`src/design/scaler_pkg.sv`:
```
`default_nettype none

package scaler_pkg;

    // 4.12 step and 12.12 line position
    localparam int STEP_FRAC = 12;
    typedef logic [23:0] pos_t;
    typedef logic [15:0] step_t;

    // coefficient magnitudes, unity is 512
    localparam int COE_W = 10;
    typedef logic [COE_W-1:0] coe_t;

    // phase is the top bits of the position fraction
    localparam int PHASE_W = 10;
    typedef logic [PHASE_W-1:0] phase_t;

    localparam longint PH_ONE = longint'(1) << PHASE_W;
    localparam longint UNITY = longint'(1) << (COE_W - 1);
    // t^3 terms carry 3*PHASE_W fraction bits, weights are halved
    localparam int W_SHIFT = 3 * PHASE_W - (COE_W - 2);
    localparam longint W_HALF = longint'(1) << (W_SHIFT - 1);

    // catmull-rom tap magnitude for tap k at phase t
    // taps 0 and 3 are subtracted, taps 1 and 2 added
    function automatic coe_t cubic_weight(input phase_t phase, input int k);
        longint t;
        longint u;
        longint w0;
        longint w1;
        longint w2;
        longint w3;
        t = longint'(phase);
        u = PH_ONE - t;
        w0 = (t * u * u + W_HALF) >>> W_SHIFT;
        w2 = (t * (PH_ONE * PH_ONE + 4 * PH_ONE * t - 3 * t * t) + W_HALF) >>> W_SHIFT;
        w3 = (t * t * u + W_HALF) >>> W_SHIFT;
        // tap1 absorbs rounding so the signed sum is exactly unity
        w1 = UNITY - w2 + w0 + w3;
        case (k)
            0: return coe_t'(w0);
            1: return coe_t'(w1);
            2: return coe_t'(w2);
            default: return coe_t'(w3);
        endcase
    endfunction

endpackage

`default_nettype wire

```
`src/design/video_pkg.sv`:
```
`default_nettype none

// pixel and line geometry shared by the scaler blocks
package video_pkg;

    // one luma sample
    localparam int PIX_W = 8;

    typedef logic [PIX_W-1:0] pix_t;

    // default upper bound on active pixels per line
    // top level passes this on as LINE_SIZE_MAX
    localparam int LINE_MAX = 64;

    // column index and line length, same width as the line size input
    typedef logic [15:0] col_t;

endpackage

`default_nettype wire

```
`src/design/scaler_v_ctrl.sv`:
```
`timescale 1ns/10ps
`default_nettype none

module scaler_v_ctrl #(
    parameter int SPARSE_OUTPUT = 2,
    parameter int LINE_SIZE_MAX = video_pkg::LINE_MAX
) (
    input  logic                clk,
    input  logic                reset_i,
    input  logic                de_i,
    input  logic                hs_i,
    input  logic                vs_i,
    input  video_pkg::pix_t     di_i,
    input  scaler_pkg::step_t   scale_step_i,
    input  video_pkg::col_t     scale_line_size_i,
    output logic                wr_en_o,
    output video_pkg::pix_t     wr_data_o,
    output video_pkg::col_t     wr_col_o,
    output logic                line_done_o,
    output logic                frame_start_o,
    output logic                rd_en_o,
    output video_pkg::col_t     rd_col_o,
    output scaler_pkg::phase_t  phase_o,
    output logic                line_active_o,
    output logic                vs_d_o
);
    import video_pkg::*;
    import scaler_pkg::*;

    localparam int LCNT_W = $bits(pos_t) - STEP_FRAC;

    typedef enum logic [1:0] {
        ST_IDLE,
        ST_PARAM,
        ST_READ
    } state_t;

    // input register stage and one more for edges
    pix_t              di_q;
    logic              de_q;
    logic              hs_q;
    logic              vs_q;
    logic              de_qq;
    logic              hs_qq;
    logic              vs_qq;
    col_t              wr_col;
    logic [LCNT_W-1:0] in_lines;
    pos_t              out_pos;
    state_t            state;
    logic [7:0]        sparse_cnt;
    col_t              rd_cnt;

    always_ff @(posedge clk) begin
        di_q <= di_i;
        if (reset_i) begin
            de_q <= 1'b0;
            hs_q <= 1'b0;
            vs_q <= 1'b0;
            de_qq <= 1'b0;
            hs_qq <= 1'b0;
            vs_qq <= 1'b0;
        end else begin
            de_q <= de_i;
            hs_q <= hs_i;
            vs_q <= vs_i;
            de_qq <= de_q;
            hs_qq <= hs_q;
            vs_qq <= vs_q;
        end
    end

    // de falling ends a line and vs falling starts a frame
    assign line_done_o = de_qq & ~de_q;
    assign frame_start_o = vs_qq & ~vs_q;
    assign wr_en_o = de_q;
    assign wr_data_o = di_q;
    assign wr_col_o = wr_col;
    assign vs_d_o = vs_q;

    // write column realigned on any hs edge
    always_ff @(posedge clk) begin
        if (reset_i || frame_start_o || line_done_o || (hs_q ^ hs_qq)) begin
            wr_col <= '0;
        end else if (de_q) begin
            wr_col <= wr_col + 16'd1;
        end
    end

    // complete input lines in this frame
    always_ff @(posedge clk) begin
        if (reset_i || frame_start_o) begin
            in_lines <= '0;
        end else if (line_done_o) begin
            in_lines <= in_lines + 1'b1;
        end
    end

    // output line sequencer starting from position 3.0
    always_ff @(posedge clk) begin
        if (reset_i || frame_start_o) begin
            state <= ST_IDLE;
            out_pos <= pos_t'(3) << STEP_FRAC;
            sparse_cnt <= '0;
            rd_cnt <= '0;
            rd_en_o <= 1'b0;
            line_active_o <= 1'b0;
        end else begin
            rd_en_o <= 1'b0;
            line_active_o <= (state == ST_READ);
            case (state)
                ST_IDLE: begin
                    // enough lines stored for the next position
                    if ({in_lines, STEP_FRAC'(0)} > out_pos) begin
                        state <= ST_PARAM;
                    end
                end
                ST_PARAM: begin
                    // wait for coefficients of the latched phase
                    rd_cnt <= '0;
                    sparse_cnt <= '0;
                    state <= ST_READ;
                end
                ST_READ: begin
                    sparse_cnt <= (sparse_cnt == 8'(SPARSE_OUTPUT)) ? '0 : sparse_cnt + 8'd1;
                    if (sparse_cnt == '0) begin
                        rd_en_o <= 1'b1;
                        rd_cnt <= rd_cnt + 16'd1;
                        if (rd_cnt == scale_line_size_i - 16'd1) begin
                            out_pos <= out_pos + pos_t'(scale_step_i);
                            state <= ST_IDLE;
                        end
                    end
                end
                default: state <= ST_IDLE;
            endcase
        end
    end

    // phase follows position until the line starts
    always_ff @(posedge clk) begin
        if (state == ST_IDLE) begin
            phase_o <= out_pos[STEP_FRAC-1 -: PHASE_W];
        end
        if (state == ST_READ && sparse_cnt == '0) begin
            rd_col_o <= rd_cnt;
        end
    end

    // no input line may complete under an output line
    // the ring would rotate and the taps would shift mid line
    a_no_rotate_in_read: assert property (@(posedge clk) disable iff (reset_i)
        line_active_o |-> !line_done_o);

    a_line_size: assert property (@(posedge clk) disable iff (reset_i)
        (state == ST_PARAM) |->
            (scale_line_size_i != '0 && scale_line_size_i <= LINE_SIZE_MAX));

endmodule

`default_nettype wire

```
`config.mk`:
```
export PLATFORM = sky130hd
export DESIGN_NAME = scaler_v_ctrl
export DESIGN_NICKNAME = d
export VERILOG_FILES = /design/src/design/scaler_pkg.sv /design/src/design/video_pkg.sv /design/src/design/scaler_v_ctrl.sv
export SDC_FILE = /design/constraint.sdc
export NUM_CORES = 1
export LEC_CHECK = 0
export ABC_AREA = 1
export BUFFER_PORTS_ARGS = -buffer_cell sky130_fd_sc_hd__buf_2
export CORE_ASPECT_RATIO = 1.5
export CORE_MARGIN = 8
export CORE_UTILIZATION = 39
export CTS_CLUSTER_SIZE = 14
export DETAILED_ROUTE_END_ITERATION = 6
export SYNTH_ARGS = -nofsm -noshare
export SYNTH_HDL_FRONTEND = slang
export SYNTH_SLANG_ARGS = --single-unit
```
`constraint.sdc`:
```
create_clock -name clk -period 2.15 [get_ports clk]
set_input_delay 0.1075 -clock clk [delete_from_list [all_inputs] [get_ports clk]]
set_output_delay 0.1075 -clock clk [all_outputs]
set_load 0.01 [all_outputs]
```
==> results of run 1 <==
[synth_stat cells (all sizes together) (3+ instances only)]
cell / number / area (µm²)
a21o: 3 / 22.5
a21oi: 81 / 405
buf: 8 / 65.1
clkbuf: 5 / 18.8
dfxtp: 94 / 1880
edfxtp: 26 / 781
ha: 39 / 488
inv: 123 / 462
nand2: 236 / 913
nand3: 86 / 430
nand3b: 4 / 30.0
nand4: 21 / 131
nor2: 118 / 519
nor3: 27 / 135
nor3b: 6 / 45.0
nor4: 5 / 46.3
o21a: 4 / 30.0
o21ai: 26 / 130
o21bai: 3 / 22.5
or2: 3 / 18.8
xnor2: 9 / 78.8
xor2: 26 / 235
[worst max path at each step]
stage                         startpoint          end  slack (ns)
CTS                           out_pos[0]  out_pos[14]        0.02
finish                        out_pos[4]  out_pos[15]        0.13
global placement              out_pos[0]  out_pos[14]        0.06
global route                  out_pos[8]  out_pos[20]      -0.008
floorplan                     out_pos[0]  out_pos[14]         0.1
detailed placement  scale_line_size_i[1]  out_pos[13]        0.03
[final cells by class]
cell class / count / area (µm²)
multi-input cells: 709 / 3850
clock buffers: 20 / 468
repair buffers: 152 / 966
inverters: 124 / 465
fillers: 1767 / 9020
clock inverters: 11 / 85.1
well taps: 217 / 272
flip-flops and latches: 120 / 2670
[metal layers]
layer,part of all wire (%),GRT usage [%]
met1,39,16.9
met2,54,34.1
met3,3.4,3.82
met4,3.7,8.41
met5,0,0
[sequential cells by signal, summed over array words and instances (netlist names), 2 cells and up]
signal / cells
in_lines: 12
out_pos: 24
phase_o: 10
rd_cnt: 16
rd_col_o: 16
sparse_cnt: 8
state: 2
wr_col_o: 16
wr_data_o: 8
[worst max-delay path, stage by stage (launching register included)]
cell and delay [ns]:
dfxtp_1 0.40, ha_1 0.34, a21oi_1 0.29, o21bai_2 0.11
nand2b_2 0.25, a21oi_2 0.18, xnor2_1 0.13, nand3_1 0.10
a21oi_1 0.15
[power by group]
part           internal (µW)  switching (µW)
logic                    473             901
registers               2530            63.4
clock network           1580            1080
total                   4590            2050
[through the flow]
step           setup TNS (ns)  total power, µW
2_1_floorplan               0             3390
3_3_place_gp                0             4000
5_1_grt              -0.00819             6950
4_1_cts                     0             6720
6_report                    0             6640
3_5_place_dp                0             4010
[logic make-up (layout without fill, tap and decap cells)]
group                      after synthesis  in the layout  share of synthesized area, %
and+or+nand+nor                        508            508                          32.6
buffers and inverters                  137            307                          7.85
AOI/OAI and AO/OA                      126            126                          9.76
DFF                                    120            120                          38.0
adders and majority gates               40             40                          7.26
xor gates and xnor gates                35             35                          4.49
[timing repair]
item                                    in CTS  in global routing
gates resized for setup                      0                 21
buffers inserted                             0                  1
hold endpoints to repair                    14                  0
hold buffers                                15                  0
endpoints found under the setup margin       0                 14
==> impl_metrics.json, run 1 <==
{
  "drive_gt1_share_pct": 18.7,
  "fin_cells": 1353,
  "worstHoldPathCells": 4,
  "final_cell_mix": "228 x nand2_1, 117 x inv_1, 105 x nor2_1",
  "finalClockSkew_ns": 0.00734,
  "vias_per_cell": 4.92,
  "synth-seq-cells": 120,
  "slew-limit-headroom_pct": 70.5,
  "grt_max_degree": 39,
  "syn_nets": 1051,
  "die_area_um2": 22600,
  "placed_area_um2": 8000,
  "clk_latency_ns": 0.42,
  "synth.cell_area_um2": 7000,
  "die_h_um": 180,
  "core_um2": 17800,
  "dr.pass1.iters": 4,
  "max_freq_mhz": 494,
  "cp-end-kind": "flop",
  "drc": 0,
  "status": "completed",
  "antenna_found_initial": 0,
  "timing.rr.start": "out_pos[4]",
  "synthArstFlopShare_pct": 0,
  "peakVddDrop_mv": 0.415,
  "rows": 60,
  "drv_cap": 0,
  "cts_tree": "yes",
  "rr_endpoint": "out_pos[15]",
  "grtUsageTotal_pct": 17.5,
  "synth_edf_count": 26,
  "grt_pass1_vias": 6751,
  "dr_total_vias": 6657,
  "die_w_um": 125,
  "layout_commonest_cell": "nand2_1",
  "clockBufferDepth": 2,
  "fin_ws_ns": 0.127,
  "num_io_pins": 101,
  "path_class": "flop to flop",
  "worst_pin_slew_ns": 0.439,
  "synth_ff_type": "dfxtp_1",
  "post-route-util_pct": 49.3,
  "slew_violations": 0,
  "routabilityCongestion": 0.897,
  "place_hpwl_um": 15000,
  "path_clk_slew_ns": 0.06,
  "r2r_slack_ns": 0.13,
  "postSynthAreaPerCell_um2": 7.25,
  "final-setup-viol-count": 0,
  "htree_levels": 4,
  "hp-class": "input pin to flop",
  "pre_cts_ws_ns": 0.0294,
  "numCtsBuffers": 17,
  "synth-seq-area-share_pct": 38.0,
  "stdcell_area_um2": 8770,
  "fin_nets": 1209,
  "worstHoldEndpoint": "out_pos[0]",
  "drt_iter0_drc": 308,
  "initial_core_util_pct": 39.3,
  "area.growth.synth_to_final_pct": 25.3,
  "rr_worst_depth": 8,
  "portBuffers": 100,
  "arrival_ns": 2.37,
  "min-delay-start": "scale_step_i[0]",
  "synth.distinct_cells": 45,
  "finalHoldViolations": 0,
  "root_buffer": "clkbuf_16",
  "path_max_fanout": 6,
  "diodes": 0,
  "timing.final.crit_share_pct": 94.1,
  "yosys_warnings": 0,
  "cts.sinks": 120,
  "grt.overflow.total": 0,
  "cp-start-kind": "flop",
  "ant_nets": 0,
  "period_minus_slack_ns": 2.02,
  "critPathRequiredTime_ns": 2.50,
  "wirelength_um": 19500,
  "dp.cells": 1306,
  "hold_ws_ns": 0.159,
  "wl_per_cell_um": 14.4,
  "p_per_area_nw_per_um2": 757,
  "synthCells": 966,
  "leakage_uw": 0.00397,
  "grt_pass1_wl_um": 32000
}
(Power assumes the default switching activity.)
==> run 2, diff against run 1 <==
REMOVE_ABC_BUFFERS = 1   (was not set)
==> impl_metrics.json, run 2 (same netlist as run 1, synthesis figures left out) <==
{
  "finalHoldViolations": 0,
  "fin_ws_ns": 0.146,
  "crit_chain": "ha_2, inv_1, fa_2, inv_2, nand3_1, nand2_1, nand3_1, nand2_2, inv_1, o21ai_1, xor2_1, nand3_1, a21oi_1",
  "final_cell_mix": "228 x nand2_1, 117 x inv_1, 103 x nor2_1",
  "max_freq_mhz": 499,
  "grtUsageMet1_pct": 17.4,
  "path_class": "flop to flop",
  "slowest_stage": "fa_2",
  "htree_levels": 4,
  "period_minus_slack_ns": 2.00,
  "place_hpwl_um": 15300,
  "rsz0062_at_grt": "no",
  "grt_pass1_vias": 6726,
  "wirelength_um": 19600,
  "cts_tree": "yes",
  "grt.overflow.total": 0,
  "path_common_cell": "nand3_1",
  "clk_latency_ns": 0.41,
  "root_buffer": "clkbuf_16",
  "wl_per_cell_um": 14.4,
  "pre_cts_ws_ns": 0.0107,
  "slew-limit-headroom_pct": 69.8,
  "fin_nets": 1215,
  "internal-power_uw": 4570,
  "drive_gt1_share_pct": 19.6,
  "diodes": 0,
  "arrival_ns": 2.34,
  "initial_core_util_pct": 39.3,
  "antenna_found_initial": 0,
  "gr-usage-met2_pct": 33.2,
  "grt_max_degree": 26,
  "switching_share_pct": 31.4,
  "seqPwrFrac_pct": 39.1,
  "path_buf_inv": 3,
  "cp-end-kind": "flop",
  "timing.final.crit_share_pct": 93.2,
  "path_max_fanout": 5,
  "portBuffers": 100,
  "slew_violations": 0,
  "hold_ws_ns": 0.182,
  "drc": 0,
  "post-route-util_pct": 49.5,
  "worstHoldEndpoint": "out_pos[0]",
  "worst_pin_slew_ns": 0.448,
  "clkPwrFrac_pct": 40.5,
  "worstHoldPathCells": 4,
  "die_area_um2": 22600,
  "largest_reg_flops": 24,
  "pwr-share-comb_pct": 20.4,
  "power_uw": 6660,
  "finalClockSkew_ns": 0.0118,
  "core_um2": 17800,
  "critical_path.top_delay_family": "adder cells",
  "busiest_layer": "met2",
  "dr_total_vias": 6728,
  "area.growth.synth_to_final_pct": 25.9,
  "die_w_um": 125,
  "status": "completed",
  "drv_cap": 0,
  "grtUsageTotal_pct": 17.4,
  "layout_commonest_cell": "nand2_1",
  "critPathMaxStageDelay_ns": 0.35,
  "num_io_pins": 101,
  "min-delay-start": "scale_step_i[0]",
  "drt_iter0_drc": 293,
  "die_h_um": 180,
  "fillCellCount": 1793,
  "ant_nets": 0,
  "peakVddDrop_mv": 0.415,
  "routabilityCongestion": 0.911,
  "cts.sinks": 120,
  "postCtsSetupBuffers": 0,
  "r2r_slack_ns": 0.15,
  "hp-class": "input pin to flop",
  "fin_cells": 1360,
  "p_per_area_nw_per_um2": 756,
  "rows": 60,
  "path_clk_slew_ns": 0.06,
  "clockBufferDepth": 2,
  "numCtsBuffers": 17,
  "critPathRequiredTime_ns": 2.49,
  "power_switching_uw": 2090,
  "timing.rr.start": "out_pos[0]",
  "regMostFlops": "out_pos",
  "dr.pass1.iters": 5,
  "grt.met3_usage_pct": 3.61,
  "vias_per_cell": 4.95,
  "grt_pass1_wl_um": 31900,
  "rr_worst_depth": 13,
  "cp-start-kind": "flop",
  "rr_endpoint": "out_pos[14]",
  "final-setup-viol-count": 0,
  "dp.cells": 1313,
  "leakage_uw": 0.00399
}
-- run 2: final cells by class --
cell class | instances | area (µm²) | share of cell area [%]
multi-input cells | 709 | 3860 | 43.8
flip-flops and latches | 120 | 2660 | 30.2
repair buffers | 158 | 986 | 11.2
inverters | 124 | 465 | 5.28
clock buffers | 18 | 450 | 5.11
well taps | 217 | 272 | 3.08
clock inverters | 14 | 111 | 1.26
-- run 2: per-layer routing --
metal / vias up / wire, µm
li1: 3503 / -
met1: 3053 / 7750
met2: 131 / 10500
met3: 41 / 698
met4: 0 / 600
met5: - / 0
-- run 2: how the worst max path moves through the flow --
stage,start,end,cells after the start
after floorplan,sparse_cnt[0],rd_cnt[8],13
after global placement,scale_line_size_i[1],out_pos[13],14
after detailed placement,out_pos[0],out_pos[16],16
after CTS,out_pos[0],out_pos[14],13
after global routing,out_pos[0],out_pos[16],16
final,out_pos[0],out_pos[14],13
-- run 2: power by group through the flow --
stage	Sequential, µW	Clock, µW	Combinational, µW
CTS	2610	2760	1370
global route	2620	2860	1520
floorplan	2730	0	645
detailed placement	2650	0	1350
global placement	2650	0	1340
finish	2610	2700	1360
-- run 2: worst reg2reg max path, delay by kind of cell (launching register included) --
kind            cells  cell delay, ns
compound gates      2            0.30
flops               1            0.33
buf+inv             3            0.19
simple gates        5            0.43
xor+xnor            1            0.16
fa+ha+maj           2            0.53
-- run 2: metrics by stage --
| stage | instance area, µm² | TNS (ns) |
|---|---|---|
| floorplan | 6920 | -1.33 |
| global placement | 8020 | 0 |
| detailed placement | 8020 | 0 |
| CTS | 8740 | 0 |
| global route | 8810 | 0 |
| finish | 8810 | 0 |
-- run 2: timing repair --
action / 4_1_cts / 5_1_grt
hold endpoints to repair: 14 / 0
setup endpoints to repair: 2 / 11
hold buffers: 15 / 0
pin swaps: 0 / 1
gates resized for setup: 1 / 23
