===== src/design/scaler_pkg.sv =====
`default_nettype none

package scaler_pkg;

    // 4.12 step and 12.12 line position
    localparam int STEP_FRAC = 12;
    typedef logic [23:0] pos_t;
    typedef logic [15:0] step_t;

    // coefficient magnitudes, unity is 512
    localparam int COE_W = 10;
    typedef logic [COE_W-1:0] coe_t;

    // phase is the top bits of the position fraction
    localparam int PHASE_W = 10;
    typedef logic [PHASE_W-1:0] phase_t;

    localparam longint PH_ONE = longint'(1) << PHASE_W;
    localparam longint UNITY = longint'(1) << (COE_W - 1);
    // t^3 terms carry 3*PHASE_W fraction bits, weights are halved
    localparam int W_SHIFT = 3 * PHASE_W - (COE_W - 2);
    localparam longint W_HALF = longint'(1) << (W_SHIFT - 1);

    // catmull-rom tap magnitude for tap k at phase t
    // taps 0 and 3 are subtracted, taps 1 and 2 added
    function automatic coe_t cubic_weight(input phase_t phase, input int k);
        longint t;
        longint u;
        longint w0;
        longint w1;
        longint w2;
        longint w3;
        t = longint'(phase);
        u = PH_ONE - t;
        w0 = (t * u * u + W_HALF) >>> W_SHIFT;
        w2 = (t * (PH_ONE * PH_ONE + 4 * PH_ONE * t - 3 * t * t) + W_HALF) >>> W_SHIFT;
        w3 = (t * t * u + W_HALF) >>> W_SHIFT;
        // tap1 absorbs rounding so the signed sum is exactly unity
        w1 = UNITY - w2 + w0 + w3;
        case (k)
            0: return coe_t'(w0);
            1: return coe_t'(w1);
            2: return coe_t'(w2);
            default: return coe_t'(w3);
        endcase
    endfunction

endpackage

`default_nettype wire


===== src/design/video_pkg.sv =====
`default_nettype none

// pixel and line geometry shared by the scaler blocks
package video_pkg;

    // one luma sample
    localparam int PIX_W = 8;

    typedef logic [PIX_W-1:0] pix_t;

    // default upper bound on active pixels per line
    // top level passes this on as LINE_SIZE_MAX
    localparam int LINE_MAX = 64;

    // column index and line length, same width as the line size input
    typedef logic [15:0] col_t;

endpackage

`default_nettype wire


===== src/design/scaler_filter.sv =====
`timescale 1ns/10ps
`default_nettype none

module scaler_filter #(
    parameter int PIX_W = video_pkg::PIX_W,
    parameter int COE_W = scaler_pkg::COE_W
) (
    input  logic              clk,
    input  logic              reset_i,
    input  logic [PIX_W-1:0]  tap0_i,
    input  logic [PIX_W-1:0]  tap1_i,
    input  logic [PIX_W-1:0]  tap2_i,
    input  logic [PIX_W-1:0]  tap3_i,
    input  logic [COE_W-1:0]  coe0_i,
    input  logic [COE_W-1:0]  coe1_i,
    input  logic [COE_W-1:0]  coe2_i,
    input  logic [COE_W-1:0]  coe3_i,
    input  logic              rd_en_i,
    input  logic              line_active_i,
    input  logic              vs_d_i,
    output logic [PIX_W-1:0]  do_o,
    output logic              de_o,
    output logic              hs_o,
    output logic              vs_o
);
    localparam int MUL_W = PIX_W + COE_W;
    // two guard bits for the signed sum
    localparam int SUM_W = MUL_W + 2;
    localparam int ROUND = 1 << (COE_W - 2);
    // store read plus three filter stages
    localparam int LAT = 4;

    logic [MUL_W-1:0]        prod0;
    logic [MUL_W-1:0]        prod1;
    logic [MUL_W-1:0]        prod2;
    logic [MUL_W-1:0]        prod3;
    logic signed [SUM_W-1:0] acc;
    logic [LAT-1:0]          de_sr;
    logic [LAT-1:0]          hs_sr;
    logic [LAT-1:0]          vs_sr;

    always_ff @(posedge clk) begin
        // stage 1 products
        prod0 <= MUL_W'(tap0_i) * MUL_W'(coe0_i);
        prod1 <= MUL_W'(tap1_i) * MUL_W'(coe1_i);
        prod2 <= MUL_W'(tap2_i) * MUL_W'(coe2_i);
        prod3 <= MUL_W'(tap3_i) * MUL_W'(coe3_i);
        // stage 2, outer taps are negative lobes
        acc <= $signed({2'b00, prod1}) + $signed({2'b00, prod2})
            - $signed({2'b00, prod0}) - $signed({2'b00, prod3})
            + $signed(SUM_W'(ROUND));
        // stage 3 drop unity scale and clamp
        if (acc[SUM_W-1]) begin
            do_o <= '0;
        end else if (acc[SUM_W-2:COE_W-1+PIX_W] != '0) begin
            do_o <= '1;
        end else begin
            do_o <= acc[COE_W-1 +: PIX_W];
        end
    end

    // strobes ride alongside the data, several pixels may be in flight
    always_ff @(posedge clk) begin
        if (reset_i) begin
            de_sr <= '0;
            hs_sr <= '1;
            vs_sr <= '0;
        end else begin
            de_sr <= {de_sr[LAT-2:0], rd_en_i};
            hs_sr <= {hs_sr[LAT-2:0], ~line_active_i};
            vs_sr <= {vs_sr[LAT-2:0], vs_d_i};
        end
    end

    assign de_o = de_sr[LAT-1];
    assign hs_o = hs_sr[LAT-1];
    assign vs_o = vs_sr[LAT-1];

endmodule

`default_nettype wire


===== config.mk =====
export PLATFORM = sky130hd
export DESIGN_NAME = scaler_filter
export DESIGN_NICKNAME = d
export VERILOG_FILES = /design/src/design/scaler_pkg.sv /design/src/design/video_pkg.sv /design/src/design/scaler_filter.sv
export SDC_FILE = /design/constraint.sdc
export NUM_CORES = 1
export LEC_CHECK = 0
export BUFFER_PORTS_ARGS = -buffer_cell sky130_fd_sc_hd__buf_2
export CORE_UTILIZATION = 50
export DETAILED_ROUTE_END_ITERATION = 16
export HOLD_SLACK_MARGIN = 0.03
export PLACE_DENSITY = 0.76
export SLEW_MARGIN = 10
export SYNTH_ARGS = -nofsm -noshare
export SYNTH_HDL_FRONTEND = slang
export SYNTH_SLANG_ARGS = --single-unit

===== constraint.sdc =====
create_clock -name clk -period 11.41 [get_ports clk]
set_input_delay 0.5705 -clock clk [delete_from_list [all_inputs] [get_ports clk]]
set_output_delay 0.5705 -clock clk [all_outputs]
set_load 0.005 [all_outputs]

==> results of run 1 <==
-- metal layers --
layer	GRT usage, %	up-vias	routed length (um)
li1	-	4851	-
met1	25.9	4972	12100
met2	39.0	159	14600
met3	2.30	34	848
met4	4.94	0	430
met5	0	-	0
-- how the worst max path moves through the flow --
stage,startpoint,endpoint
2_1_floorplan,tap1_i[2],prod1[14]$_DFF_P_
3_3_place_gp,tap1_i[2],prod1[14]$_DFF_P_
3_5_place_dp,tap1_i[2],prod1[14]$_DFF_P_
4_1_cts,tap1_i[2],prod1[14]$_DFF_P_
5_1_grt,tap1_i[2],prod1[14]$_DFF_P_
6_report,tap1_i[2],prod1[14]$_DFF_P_
-- final cells by class --
type | instances | share of cell area, %
tap | 378 | 3.08
clock buffer | 10 | 1.49
inverter | 294 | 7.19
timing repair buffer | 87 | 2.84
clock inverter | 6 | 0.285
sequential | 103 | 13.4
multi-input combinational | 1089 | 71.7
-- logic make-up after synthesis --
logic type      share of synthesized area (%)
fa+ha+maj                                48.4
simple gates                             18.4
buf+inv                                  7.93
mux                                     0.150
xor+xnor                                 2.90
compound gates                           7.69
flops                                    14.5
-- sequential cells by signal, indices dropped and copies added (netlist names) --
| name | cells |
|---|---|
| do_o | 8 |
| hs_sr | 4 |
| prod0 | 18 |
| vs_sr | 4 |
| prod2 | 18 |
| prod3 | 18 |
| prod1 | 18 |
| de_sr | 4 |
| acc | 11 |
-- worst register-to-register path, delay by kind of cell, from the launching register on --
kind | cells | cell delay (ps)
AO/OA/AOI/OAI | 4 | 1000
flip-flops | 1 | 330
XOR/XNOR | 1 | 170
multiplexers | 1 | 230
adder cells (fa/ha/maj) | 4 | 1540
buffers and inverters | 1 | 80
-- power breakdown --
part	switching [mW]	internal (mW)
combinational	1.95	1.64
clock	0.134	0.149
sequential	0.0798	0.569
total	2.17	2.36
-- cell usage in the layout, fill, tap and decap left out, types with 10 or more instances in the layout --
cell type and instances:
o21a_1 15, dfxtp_1 103, nand2b_1 10, ha_1 187, xor2_1 16, a21o_1 15
buf_2 87, inv_1 294, fa_1 226, nor2b_1 14, nor3_1 14, and2_1 281
o21ai_0 28, a21oi_1 39, nor2_1 53, nand2_1 63, xnor2_1 31
==> run metrics, run 1 <==
outcome finished, final reports clean; total CTS buffers 9; relative slew slack 70.4%; crit path kind input pin to register; CP Cell Sequence buf_2 > and2_1 > fa_1 > inv_1 > fa_1 > inv_1 > fa_1 > inv_1 > fa_1 > inv_1 > ha_1 > or4_4 > o21ai_2 > a211oi_2 > o221a_4 > a311o_1; Routability Congestion 0.865; endpoint class of the critical path register; Die Area 29100 sq um; CTS resizes 0; Reg area 2060 sq um; # DRC 0; Inserted Diodes 0; Critical-path top delay cell fa_1; Final TNS setup 0 ps; origin of the worst min-delay path line_active_i; TritonCTS clock tree built; Post-synth EDFFs 0; worst slack at placement 6590 ps; Slowest Stage Delay on Critical Path 530 ps; grt ovf 0; Hold Path Class input pin to register; synth warn 0; vias in the first global route 10841; I/O pin total 88; setup slack after layout 6930 ps; area share of the largest cell type after synthesis 31.9%; Synth area leaders fa_1 32%, ha_1 16%, dfxtp_1 15%, and2_1 12%, inv_1 7.8%; first-pass GRT wire length 49200 um; Syn Inst Count 1490; Yosys reg bits 103; WL per Instance 14.2 um; placed cell areas 15100 sq um; Avg Cell Area, Syn 9.53 sq um; Slew Viols, Final 0; Crit path buffers/inverters 5; clk sinks 103; initial antenna violation count 0; Mapped Area 14200 sq um; PortBufs 87; Cell Count, Final, Fillers Out 1967; RR Startpoint prod0[5]$_DFF_P_; critical path launch point type input pin; Yosys top cell by area fa_1; area growth from synthesis to layout 8.16%; Die Width 170 um; core box area 27900 sq um; Starting Density 50.9%; Inst Count DP 1951; total power 4.53 mW; CTS Buffer Depth 2; clock period minus worst slack 4480 ps; share of layout cells above drive strength 1 7.30%; worst-path fanout max 10; Iter 0 DRT Violations 458; most frequent cell after synthesis inv_1; die extent in y 170 um; worst hold endpoint hs_sr[0]$_SDFF_PP1_; count of hold-fix buffers inserted at cts 0; Final #Nets 2074; crit path DAT 4710 ps; row cnt 61; GRT Util Overall 21.0%; hold_ws 399 ps; Worst-Margin Slew 433 ps; r2r setup slk 7990 ps; Clk pin slew, worst setup/hold paths 70 ps; H-Tree Depth 3; largest net degree at the start of global routing 18; hold path cells 2; Fin. Hold Viols 0; ANT nets after route 0; Achievable Freq 0.223 GHz; P_leak 7.89 nW; hpwl dp 23900 um; area of the multi-input gates 11000 sq um; asr flop ratio synth 0%; unrepaired setup endpoints after global routing no; final period utilization 39.3%; Post-Layout Inst Area 15400 sq um; Fin Clk Skew 5.08 ps; PwrDens 295 nW/um^2; Worst Reg-to-Reg Cells 11; Peak VDD IR 0.336 mV; Commonest cells post-synth 294 x inv_1, 281 x and2_1, 226 x fa_1; max cap viols 0; Main synth FF type dfxtp_1; Seq/Total Area, Yosys 14.5%; post-synth cell types 62; final WL 28000 um; reg2reg end acc[17]$_DFF_P_; Vias per Instance 5.09; fin util 55.1%; WP data required 11650 ps; Post-Syn Nets 1980; vias 10016; Filler Cell Count 2466; Initial DRT Pass Iterations 8; Clock Tree Root clkbuf_16; Setup Fix Bufs, Post-CTS 0; Crit path depth 16; Clock Latency Late Sink 350 ps; Final Setup Violations 0; Largest delay share family, worst path adder cells
No activity file was read; power rests on OpenSTA's default activity.
==> run 2, diff against run 1 <==
--- a/config.mk
+++ b/config.mk
@@ -5,11 +5,12 @@
 export SDC_FILE = /design/constraint.sdc
 export NUM_CORES = 1
 export LEC_CHECK = 0
+export ABC_AREA = 1
 export BUFFER_PORTS_ARGS = -buffer_cell sky130_fd_sc_hd__buf_2
 export CORE_UTILIZATION = 50
 export DETAILED_ROUTE_END_ITERATION = 16
 export HOLD_SLACK_MARGIN = 0.03
-export PLACE_DENSITY = 0.76
+export PLACE_DENSITY = 0.78
 export SLEW_MARGIN = 10
 export SYNTH_ARGS = -nofsm -noshare
 export SYNTH_HDL_FRONTEND = slang
==> constraint.sdc (replaced) <==
create_clock -name clk -period 3.6 [get_ports clk]
set_input_delay 0.18 -clock clk [delete_from_list [all_inputs] [get_ports clk]]
set_output_delay 0.18 -clock clk [all_outputs]
set_load 0.005 [all_outputs]
==> run 2 against run 1 <==
  * Cell count increased by 33%
  * Via count increased by 26%
  * Worst setup slack got worse by 6800 ps
  * Critical path type unchanged
==> run metrics, run 2 <==
endpoint class of the critical path register (unchanged); I/O pin total 88 (unchanged); Slew Viols, Final 0 (unchanged); RR Startpoint prod1[7]$_DFF_P_ (was prod0[5]$_DFF_P_); r2r setup slk 520 ps (was 7990 ps); TritonCTS clock tree built (unchanged); crit path kind input pin to register (unchanged); Post-Layout Inst Area 17600 sq um (was 15400 sq um); Main synth FF type dfxtp_1 (unchanged); placed cell areas 17100 sq um (was 15100 sq um); vias 12596 (was 10016); Largest delay share family, worst path adder cells (unchanged); synth warn 0 (unchanged); first-pass GRT wire length 56600 um (was 49200 um); Clock Latency Late Sink 360 ps (was 350 ps); Final #Nets 2709 (was 2074); asr flop ratio synth 0% (unchanged); Iter 0 DRT Violations 663 (was 458); Worst Setup SP tap0_i[2] (was tap1_i[2]); Clock Tree Root clkbuf_16 (unchanged); Avg Cell Area, Syn 7.51 sq um (was 9.53 sq um); Post-Syn Nets 2536 (was 1980); Vias per Instance 4.82 (was 5.09); Achievable Freq 0.288 GHz; hpwl dp 28400 um (was 23900 um); unrepaired setup endpoints after global routing yes (was no); origin of the worst min-delay path reset_i (was line_active_i); clk sinks 103 (unchanged); commonest non-fill, non-tap cells in the layout 636 x inv_1, 497 x nand2_1, 226 x fa_1 (was 294 x inv_1, 281 x and2_1, 226 x fa_1); Seq/Total Area, Yosys 13.4% (was 14.5%); Fin Clk Skew 12.7 ps (was 5.08 ps); # DRC 0 (unchanged); Mapped Area 15400 sq um (was 14200 sq um); Routability Congestion 0.903 (was 0.865); WL per Instance 12.5 um (was 14.2 um); Post-synth EDFFs 0 (unchanged); H-Tree Depth 3 (unchanged); PortBufs 87 (unchanged); relative slew slack 67.8% (was 70.4%); outcome finished, final reports clean (unchanged); Commonest cells post-synth 636 x inv_1, 499 x nand2_1, 226 x fa_1 (was 294 x inv_1, 281 x and2_1, 226 x fa_1); Initial DRT Pass Iterations 5 (was 8); grt ovf 0 (unchanged); Crit path buffers/inverters 5 (unchanged); Die Area 31500 sq um (was 29100 sq um); die extent in y 177 um (was 170 um); CP Cell Sequence clkbuf_4 > nand2_1 > inv_1 > fa_1 > fa_1 > inv_1 > fa_1 > fa_1 > inv_1 > ha_1 > nand2_1 > o21ai_2 > buf_4 > nand4_1 > nand3_1 > xor2_1 (was buf_2 > and2_1 > fa_1 > inv_1 > fa_1 > inv_1 > fa_1 > inv_1 > fa_1 > inv_1 > ha_1 > or4_4 > o21ai_2 > a211oi_2 > o221a_4 > a311o_1); row cnt 63 (was 61); reg2reg end acc[15]$_DFF_P_ (was acc[17]$_DFF_P_); final period utilization 96.5%; most frequent cell after synthesis inv_1 (unchanged); Filler Cell Count 2565 (was 2466); Syn Inst Count 2046 (was 1490); Worst-Margin Slew 481 ps (was 433 ps); max cap viols 0 (unchanged); ANT nets after route 0 (unchanged); Clk pin slew, worst setup/hold paths 70 ps (about the same); Die Width 177 um (was 170 um); CTS Buffer Depth 2 (unchanged); WP data required 3860 ps (was 11650 ps); GRT Util Overall 21.9% (was 21.0%); Final Setup Violations 0 (unchanged); largest net degree at the start of global routing 19 (was 18); Fin. Hold Viols 0 (unchanged); critical path endpoint prod0[15]$_DFF_P_ (was prod1[14]$_DFF_P_); crit path DAT 3740 ps (was 4710 ps); final WL 32600 um (was 28000 um); core box area 30000 sq um (was 27900 sq um); vias in the first global route 12897 (was 10841); Critical-path top delay cell fa_1 (unchanged); Crit path depth 16 (unchanged); most used cell, CP fa_1; critical path launch point type input pin (unchanged); Hold Path Class input pin to register (unchanged); area share of the largest cell type after synthesis 29.4% (was 31.9%); Starting Density 51.3% (was 50.9%); clock period minus worst slack 3470 ps; Yosys top cell by area fa_1 (unchanged); Synth area leaders fa_1 29%, inv_1 16%, ha_1 15%, dfxtp_1 13%, nand2_1 12% (was fa_1 32%, ha_1 16%, dfxtp_1 15%, and2_1 12%, inv_1 7.8%); Yosys reg bits 103 (unchanged); initial antenna violation count 0 (unchanged); area growth from synthesis to layout 14.4% (was 8.16%); Worst Reg-to-Reg Cells 14 (was 11); leading cell type in the layout, fill and taps excluded inv_1 (unchanged); post-synth cell types 34 (was 62); total CTS buffers 9 (unchanged); Inserted Diodes 0 (unchanged); share of layout cells above drive strength 1 13.5% (was 7.30%); Slowest Stage Delay on Critical Path 500 ps (was 530 ps); worst-path fanout max 8 (was 10)
## run 2: cell count changes after synthesis, sizes merged, moves of 19 or more
cell,previous run,this run
a21oi,40,59
and2,281,1
clkbuf,2,69
inv,294,636
nand2,63,501
nand3,8,36
## run 2: area by class of cell
cell class / instances / area (sq um) / share of cell area (%)
multi-input combinational: 1230 / 10800 / 61.3
inverter: 636 / 2390 / 13.6
sequential: 103 / 2060 / 11.7
timing repair buffer: 239 / 1590 / 9.05
tap: 390 / 488 / 2.77
clock buffer: 9 / 225 / 1.28
clock inverter: 7 / 55.1 / 0.313
## run 2: cell families (layout without fill, tap and decap cells)
kind of cell               Yosys count  in the layout  synth area share [%]
buffers and inverters              713            891                  17.4
and+or+nand+nor                    631            631                  16.3
adders and majority gates          413            413                  44.6
AOI/OAI and AO/OA                  134            134                  5.30
DFF                                103            103                  13.4
xor gates and xnor gates            52             52                  2.96
## run 2: per-layer routing
metal	vias up	routed length, um	GRT usage [%]	part of all wire [%]
li1	6215	-	-	-
met2	315	16500	39.2	51
met4	0	614	5.24	1.9
met5	-	0	0	0
met3	56	1380	2.19	4.2
met1	6010	14100	28.2	43
## run 2: per-stage QoR
stage                     TNS, ps  worst slack [ps]  cells  hold WS [ps]  utilization (%)
final                           0               127   2614           118             58.7
after global routing         -267             -57.9   2614           116             58.7
after CTS                       0              84.9   2612           113             58.2
after detailed placement    -5750              -276   2593           367             57.2
after global placement      -3300              -214   2593           358             57.2
after floorplan             -14.5             -14.5   2046           249                -
## run 2: timing repair
item                       CTS  global route
hold endpoints to repair     3             0
setup endpoints to repair    0            17
buffers inserted             0             2
hold buffers                 3             0
gates resized for setup      0            38
## run 2: worst min-delay path by stage
stage / to / cells after the start
floorplan: hs_sr[0]$_SDFF_PP1_ / 1
global placement: hs_sr[0]$_SDFF_PP1_ / 2
detailed placement: hs_sr[0]$_SDFF_PP1_ / 2
CTS: vs_sr[3]$_SDFF_PP0_ / 2
global route: de_sr[0]$_SDFF_PP0_ / 2
finish: de_sr[0]$_SDFF_PP0_ / 2
## run 2: worst reg2reg max path, stage by stage, from the launching register on
cell and delay, ps:
dfxtp_1 340, inv_1 60, fa_1 420, fa_1 510, inv_1 50, fa_1 440
ha_1 360, nand2_1 80, nand2_1 70, a31oi_1 280, nor2_1 70, nor2_1 120
nand2_1 70, nand2_1 60, nand2_1 40
Power of run 2 is not shown: default switching activity piles up to over one toggle a cycle in this logic, so the estimate is an artifact.
==> run 3, diff against run 2 <==
--- a/config.mk
+++ b/config.mk
@@ -7,6 +7,7 @@
 export LEC_CHECK = 0
 export ABC_AREA = 1
 export BUFFER_PORTS_ARGS = -buffer_cell sky130_fd_sc_hd__buf_2
+export CORE_ASPECT_RATIO = 1.2
 export CORE_UTILIZATION = 50
 export DETAILED_ROUTE_END_ITERATION = 16
 export HOLD_SLACK_MARGIN = 0.03
==> run 3 against run 2 <==
  * Non-clock buffer count rose by 4
  * Die area barely moved
  * Register-to-register slack improved by 30 ps
  * Via count fell by 1.7%
  * Hold slack got worse by 66 ps
  * Cell area rose by 0.24%
  * Wire length fell by 1.7%
  * First-iteration DRC count fell by 19%
  * Clock skew fell by 2.4 ps
  * Worst setup slack got worse by 14 ps
  * Fmax fell by 0.40%
  * Global-route usage fell by 0.099 points
==> run metrics, run 3 (synthesis results as in run 2) <==
Filler Cell Count 2616 (was 2565); area of the multi-input gates 10800 sq um (about the same); Fin. Hold Viols 0 (unchanged); Die Area 31500 sq um (about the same); RR Startpoint prod1[7]$_DFF_P_ (unchanged); die extent in y 194 um (was 177 um); reg2reg end acc[15]$_DFF_P_ (unchanged); vias 12376 (was 12596); Vias per Instance 4.73 (was 4.82); setup slack after layout 113 ps (was 127 ps); critical path endpoint prod2[14]$_DFF_P_ (was prod0[15]$_DFF_P_); H-Tree Depth 3 (unchanged); commonest non-fill, non-tap cells in the layout 636 x inv_1, 496 x nand2_1, 225 x fa_1 (was 636 x inv_1, 497 x nand2_1, 226 x fa_1); unrepaired setup endpoints after global routing yes (unchanged); worst slack at placement -388 ps (was -276 ps); Fin Clk Skew 10.3 ps (was 12.7 ps); I/O pin total 88 (unchanged); Initial DRT Pass Iterations 5 (unchanged); Clock Latency Late Sink 350 ps (was 360 ps); initial antenna violation count 0 (unchanged); core box area 30000 sq um (about the same); Worst Reg-to-Reg Cells 14 (unchanged); Setup Fix Bufs, Post-CTS 0 (unchanged); final period utilization 96.9% (was 96.5%); row cnt 69 (was 63); clk sinks 103 (unchanged); Worst-Margin Slew 510 ps (was 481 ps); Reg area 2060 sq um (unchanged); origin of the worst min-delay path vs_d_i (was reset_i); vias in the first global route 12882 (was 12897); ANT nets after route 0 (unchanged); Die Width 162 um (was 177 um); grt ovf 0 (unchanged); share of layout cells above drive strength 1 13.2% (was 13.5%); Hold Path Class input pin to register (unchanged); r2r setup slk 550 ps (was 520 ps); critical path launch point type input pin (unchanged); area growth from synthesis to layout 14.7% (was 14.4%); # DRC 0 (unchanged); PortBufs 87 (unchanged); total CTS buffers 9 (unchanged); final WL 32100 um (was 32600 um); worst-path fanout max 8 (unchanged); Achievable Freq 0.287 GHz (was 0.288 GHz); first-pass GRT wire length 56600 um (about the same); Starting Density 51.3% (about the same); Final Setup Violations 0 (unchanged); Worst Setup SP tap2_i[4] (was tap0_i[2]); Final #Nets 2713 (was 2709); largest net degree at the start of global routing 20 (was 19); Clk pin slew, worst setup/hold paths 70 ps (about the same); Slew Viols, Final 0 (unchanged); GRT Util Overall 21.8% (was 21.9%); relative slew slack 65.9% (was 67.8%); crit path kind input pin to register (unchanged); WL per Instance 12.3 um (was 12.5 um); outcome finished, final reports clean (unchanged); fin util 58.8% (was 58.7%); endpoint class of the critical path register (unchanged); WP data required 3830 ps (was 3860 ps); CTS Buffer Depth 2 (unchanged); max cap viols 0 (unchanged); Iter 0 DRT Violations 540 (was 663); hpwl dp 28200 um (was 28400 um); TritonCTS clock tree built (unchanged); crit path DAT 3720 ps (was 3740 ps); Clock Tree Root clkbuf_16 (unchanged); Inserted Diodes 0 (unchanged); clock period minus worst slack 3490 ps (was 3470 ps); leading cell type in the layout, fill and taps excluded inv_1 (unchanged); Routability Congestion 0.914 (was 0.903)
[run 3: metrics by stage]
step	area (sq um)	setup TNS, ps	std cells	hold WS (ps)
finish	17600	0	2618	52.5
global route	17600	-74.1	2618	42.7
CTS	17500	0	2618	40.9
detailed placement	17200	-5110	2601	359
global placement	17200	-3690	2601	357
floorplan	15400	-14.5	2046	249
[run 3: layout make-up]
class / count / area share (%)
repair buffers: 243 / 9.21
clock buffers: 10 / 1.30
inverters: 636 / 13.5
multi-input cells: 1230 / 61.0
well taps: 390 / 2.77
clock inverters: 6 / 0.497
flip-flops and latches: 103 / 11.7
[run 3: worst min-delay path by stage]
stage	to	slack, ps	cells after the start
after floorplan	hs_sr[0]$_SDFF_PP1_	250	1
after global placement	hs_sr[0]$_SDFF_PP1_	360	2
after detailed placement	hs_sr[0]$_SDFF_PP1_	360	2
after CTS	de_sr[0]$_SDFF_PP0_	40	3
after global routing	de_sr[0]$_SDFF_PP0_	40	3
final	vs_sr[0]$_SDFF_PP0_	50	3
[run 3: worst max-delay path, stage by stage]
cell and delay, ps:
clkbuf_4 170, nand2_1 90, fa_1 510, fa_1 550, inv_1 50, fa_1 510
inv_1 60, fa_1 480, inv_1 60, ha_4 220, nand2_1 70, nand2_1 100
a31oi_1 190, nand2_2 100, nand2_1 80, nand2_2 90, xor2_4 210
[run 3: repair_timing]
item                                    4_1_cts  5_1_grt
hold buffers                                  1        0
endpoints found under the setup margin        1       15
gates resized for setup                       1       30
pin swaps                                     0        7
hold endpoints to repair                      1        0
[run 3: routing by layer]
layer	track usage (%)	routed length, um	vias up
met5	0	0	-
met4	5.03	635	0
met3	2.67	992	47
met2	40.9	16800	206
met1	26.0	13600	5898
li1	-	-	6225
Power of run 3 is left out for the same reason.
